**src/source/cache_pkg.sv**
```systemverilog
`default_nettype none

package cache_pkg;

    // Byte address and data word of the 16-bit processor
    typedef logic [15:0] addr_t;
    typedef logic [15:0] data_t;

    // Block geometry
    localparam int WORDS_PER_BLOCK = 8;
    localparam int OFFSET_BITS     = 3;

    // Word count within one block fill, wide enough to reach 8
    typedef logic [3:0] word_cnt_t;

    // Miss controller states
    typedef enum logic [1:0] {
        IDLE,
        WAIT_I,
        WAIT_D,
        WAIT_WB
    } fill_state_t;

endpackage

`default_nettype wire

```
**src/source/cache_array.sv**
```systemverilog
`default_nettype none

module cache_array #(
    parameter int NUM_LINES = 16
) (
    input  wire logic                 clk,
    input  wire logic                 rst_n,
    input  wire cache_pkg::addr_t     addr,
    output logic                      hit,
    output cache_pkg::data_t          rdata,
    input  wire logic                 fill_we,
    input  wire cache_pkg::word_cnt_t fill_offset,
    input  wire cache_pkg::data_t     fill_data,
    input  wire logic                 tag_we,
    input  wire logic                 store_we,
    input  wire cache_pkg::data_t     store_data
);

    localparam int INDEX_BITS = $clog2(NUM_LINES);
    localparam int TAG_LSB    = cache_pkg::OFFSET_BITS + 1 + INDEX_BITS;
    localparam int TAG_BITS   = $bits(cache_pkg::addr_t) - TAG_LSB;

    logic [cache_pkg::OFFSET_BITS-1:0] offset;
    logic [INDEX_BITS-1:0]             index;
    logic [TAG_BITS-1:0]               tag;

    cache_pkg::data_t     data_mem [NUM_LINES][cache_pkg::WORDS_PER_BLOCK];
    logic [TAG_BITS-1:0]  tag_mem [NUM_LINES];
    logic [NUM_LINES-1:0] valid;

    // Address split, bit 0 is the byte within the word
    assign offset = addr[cache_pkg::OFFSET_BITS:1];
    assign index  = addr[TAG_LSB-1 -: INDEX_BITS];
    assign tag    = addr[$bits(cache_pkg::addr_t)-1:TAG_LSB];

    // Combinational lookup
    assign hit   = valid[index] && (tag_mem[index] == tag);
    assign rdata = data_mem[index][offset];

    always_ff @(posedge clk) begin
        if (!rst_n) begin
            valid <= '0;
        end else if (tag_we) begin
            valid[index] <= 1'b1;
        end
    end

    always_ff @(posedge clk) begin
        if (fill_we) begin
            data_mem[index][fill_offset[cache_pkg::OFFSET_BITS-1:0]] <= fill_data;
        end else if (store_we && hit) begin
            // Write-through store, no allocate on a miss
            data_mem[index][offset] <= store_data;
        end
        if (tag_we) begin
            tag_mem[index] <= tag;
        end
    end

    // Stores are only let through while the controller is idle
    a_no_fill_store_overlap: assert property (
        @(posedge clk) disable iff (!rst_n)
        !(fill_we && store_we)
    );

endmodule

`default_nettype wire

```
**config.mk**
```make
export PLATFORM = sky130hd
export DESIGN_NAME = cache_array
export DESIGN_NICKNAME = d
export VERILOG_FILES = /design/src/source/cache_pkg.sv /design/src/source/cache_array.sv
export SDC_FILE = /design/constraint.sdc
export NUM_CORES = 2
export LEC_CHECK = 0
export BUFFER_PORTS_ARGS = -buffer_cell sky130_fd_sc_hd__buf_2
export CORE_MARGIN = 3
export CORE_UTILIZATION = 65
export DETAILED_ROUTE_END_ITERATION = 6
export MAX_ROUTING_LAYER = met4
export PLACE_DENSITY = 0.82
export SETUP_SLACK_MARGIN = 0.1
export SLEW_MARGIN = 10
export SYNTH_ARGS = -nofsm -noshare
export SYNTH_HDL_FRONTEND = slang
export SYNTH_SLANG_ARGS = --single-unit
```
**constraint.sdc**
```tcl
create_clock -name clk -period 15.2 [get_ports clk]
set_clock_uncertainty 0.15 [all_clocks]
set_input_delay 3.04 -clock clk [delete_from_list [all_inputs] [get_ports clk]]
set_output_delay 3.04 -clock clk [all_outputs]
set_load 0.01 [all_outputs]
```
==> key figures <==
Run status
  • Run status: completed

Run
  • Max-cap viol count: 0

Worst setup path
  • CP required: approximately 12 ns
  • R2r worst-path depth: 10
  • Worst setup SP type: primary input
  • Setup crit end kind: output pin
  • Worst-path fanout max: 65
  • Most used cell, CP: mux4_2
  • Critical Path AT: ~7.7 ns
  • CP Class: primary input to output pin
  • Slowest CP cell: nor3_1
  • Worst R2R End: data_mem[3][108]
  • R2r setup slk: 10.69 ns
  • Top delay family on crit path: buffers and inverters
  • Max stage delay on crit path: 1.07 ns
  • WP buf/inv: 3
  • Worst R2R Start: tag_mem[13][0]
  • CP Cell Sequence: buf_8 -> buf_4 -> mux4_2 -> mux4_2 -> a22o_1 -> nor3_1 -> o21ai_0 -> buf_2

Cells and area
  • Final design area excluding fillers: 0.0961 mm2
  • Area Growth Syn to Fin: 12.0%
  • Final instance count without filler cells: between 5k and 6k
  • Fill count: about 6.4k
  • Final Util: 0.737
  • Layout cells sized above 1: 0.365
  • Nets: 3905

Logic synthesis
  • Async set-reset flop share out of synthesis: 0
  • Post-synth EDFFs: 2176
  • Seq cells post-synth: roughly 2.2k
  • Syn_nets: 3655
  • Post-Syn Area per Cell: roughly 24 um2
  • Ranking of synthesized cells by area: edfxtp_1, mux4_2, mux2_2
  • Cell Area, Synth: about 0.086 mm2
  • Post-synth top area cell: edfxtp_1
  • Warnings, synthesis: 0
  • Post-synthesis sequential area ratio: 0.766
  • Synth cell count leaders: edfxtp_1, mux4_2, a21oi_1
  • Synth Instances: between 3k and 4k
  • Dominant synthesized flop cell: edfxtp_1
  • Synth top area share: 0.762
  • Post-synth cell types: between 40 and 50
  • Most instantiated library cell after synthesis: edfxtp_1

Global routing
  • Initial antenna violation count: 41
  • Vias in the first global route: 44.3k
  • First-pass GRT wire length: between 300000 and 400000 um
  • Largest net degree at the start of global routing: 100
  • Total GRT Usage: 0.380
  • Gr ovfl total: 0

Floorplanning
  • DIE WIDTH: 369 um
  • Row Count: ~130
  • CORE AREA: 0.130 mm2
  • Num ports: 74
  • Initial core utilization: 0.658
  • Die height: 369 um
  • Full die area: around 0.14 mm2

Clocking
  • CTS H-tree lvls: 4
  • Post-cts hold buffer count: 0
  • CTS Buf Count: about 210
  • Clk pin slew, worst setup/hold paths: 0.06 ns
  • Clk_lat worst skew: 0.83 ns
  • CTS tree: built
  • Post_cts resized: 0
  • # clock sinks: 2192
  • Post-CTS Setup Inserts: 0
  • Longest Clk Path Bufs: 3
  • Clock Tree Root: clkbuf_16

Routing
  • DRC viols: 0
  • Post-Route WL: approximately 250000 um
  • Avg Vias per Cell: ~7.6
  • Final ANT Viol Nets: 0
  • Pre-Repair DR Iteration Count: 6
  • Via count: 44.4k
  • Number of DRC markers in iteration 0: around 8.4k
  • DR WL/cell: 42.1 um

STA
  • Setup violators final: 0
  • Period utilization: 0.713
  • Final min period: 10.84 ns
  • Setup TNS: 0 ns
  • Final WS setup: between 4 and 5 ns
  • Fin. Hold Viols: 0
  • Worst slew margin: 0.0587
  • Slew Limit Fails: 0
  • Worst-margin pin slew: 1.41 ns
  • Unrepaired setup endpoints after global routing: false
  • Fmax: 92.2 MHz

Pwr
  • Maximum VDD drop: 119 uV
  • Leakage: 29.8 nW
  • PD cells: 130 mW/mm2

Min path
  • Hold WC Path Type: register to register
  • Hold Crit Depth: 1
  • Hold path start: valid[9]
  • Worst hold endpoint: valid[9]

Placement
  • IO Port Bufs: 71
  • Dpl cell area: just under 0.09 mm2
  • Dpl hpwl: roughly 120000 um
  • Worst slack at placement: about 4.7 ns
  • RD Place Congestion: 0.889
  • Cell count after placement: between 5k and 6k
-- area by class of cell --
class                           instances  area [um2]  share of cell area
Inverter                               11        41.3            0.000430
Clock inverter                        114        1040              0.0108
Tap cell                             1742        2180              0.0227
Timing Repair Buffer                  247        1820              0.0189
Clock buffer                          263        5550              0.0577
Sequential cell                      2192       65700               0.684
Multi-Input combinational cell       1189       19600               0.204
Antenna cell                           83         208             0.00216
-- logic make-up (layout without fill, tap and decap cells) --
family | Yosys count | after routing | synth area share
multiplexers | 846 | 846 | 0.200
buffers and inverters | 217 | 635 | 0.0116
AO/OA/AOI/OAI | 204 | 204 | 0.0144
AND/OR/NAND/NOR | 129 | 129 | 0.00708
XOR/XNOR | 10 | 10 | 0.00102
flip-flops | 2192 | 2192 | 0.766
other | 0 | 83 | 0
-- sequential cells by signal, summed over array words and instances (netlist names) --
register  cells
tag_mem     128
valid        16
data_mem   2048
-- how the worst max path moves through the flow --
stage             from        end  depth (start not counted)
2_1_floorplan  addr[4]  rdata[15]                         11
3_3_place_gp   addr[4]  rdata[10]                          8
3_5_place_dp   addr[4]  rdata[10]                          8
4_1_cts        addr[4]  rdata[10]                          8
5_1_grt        addr[4]  rdata[10]                          8
6_report       addr[4]  rdata[10]                          8
-- layout by cell type, fill, tap and decap left out, types with 7 or more instances in the layout --
cell type	count
bufinv_16	19
buf_12	8
mux2_2	129
mux2i_1	27
nand3_1	19
clkbuf_16	213
dfxtp_1	16
diode_2	83
buf_4	168
buf_2	67
o21a_1	16
nor2_1	32
mux4_2	681
clkbuf_1	47
mux2_1	9
nand2_1	40
a21oi_2	128
a22oi_1	18
inv_1	9
clkinv_2	30
edfxtp_1	2176
xor2_1	7
clkinv_1	54
nor2b_1	12
nand4_1	9
-- metrics by stage --
step / power [mW] / hold WS [ns]
detailed placement: 7.45 / 0.302
global placement: 7.43 / 0.291
floorplan: 7.20 / 0.283
finish: 12.5 / 0.313
CTS: 12.5 / 0.313
global route: 12.7 / 0.320
-- where the power goes --
part / switching [mW] / internal (mW) / total (mW)
Combinational: 0.437 / 0.248 / 0.685
Sequential: 0.00940 / 6.67 / 6.68
Clock: 2.25 / 2.89 / 5.14
Total: 2.70 / 9.81 / 12.5
-- worst reg2reg max path: stages (launching register included) --
cell      delay (ns)
edfxtp_1        0.37
mux4_2          0.48
mux2i_1         0.22
xor2_1          0.24
nand3_1         0.15
a221oi_2        0.32
buf_4           0.30
nand4_1         0.39
buf_4           0.43
a21oi_2         0.78
buf_4           0.37
-- routing by layer --
layer | routed length (um) | track usage | up-vias
li1 | - | - | 16200
met1 | 73500 | 0.466 | 22600
met2 | 117000 | 0.560 | 4442
met3 | 37300 | 0.125 | 1085
met4 | 18200 | 0.230 | 0
met5 | 0 | - | -
Power figures use the tool's default switching activity.
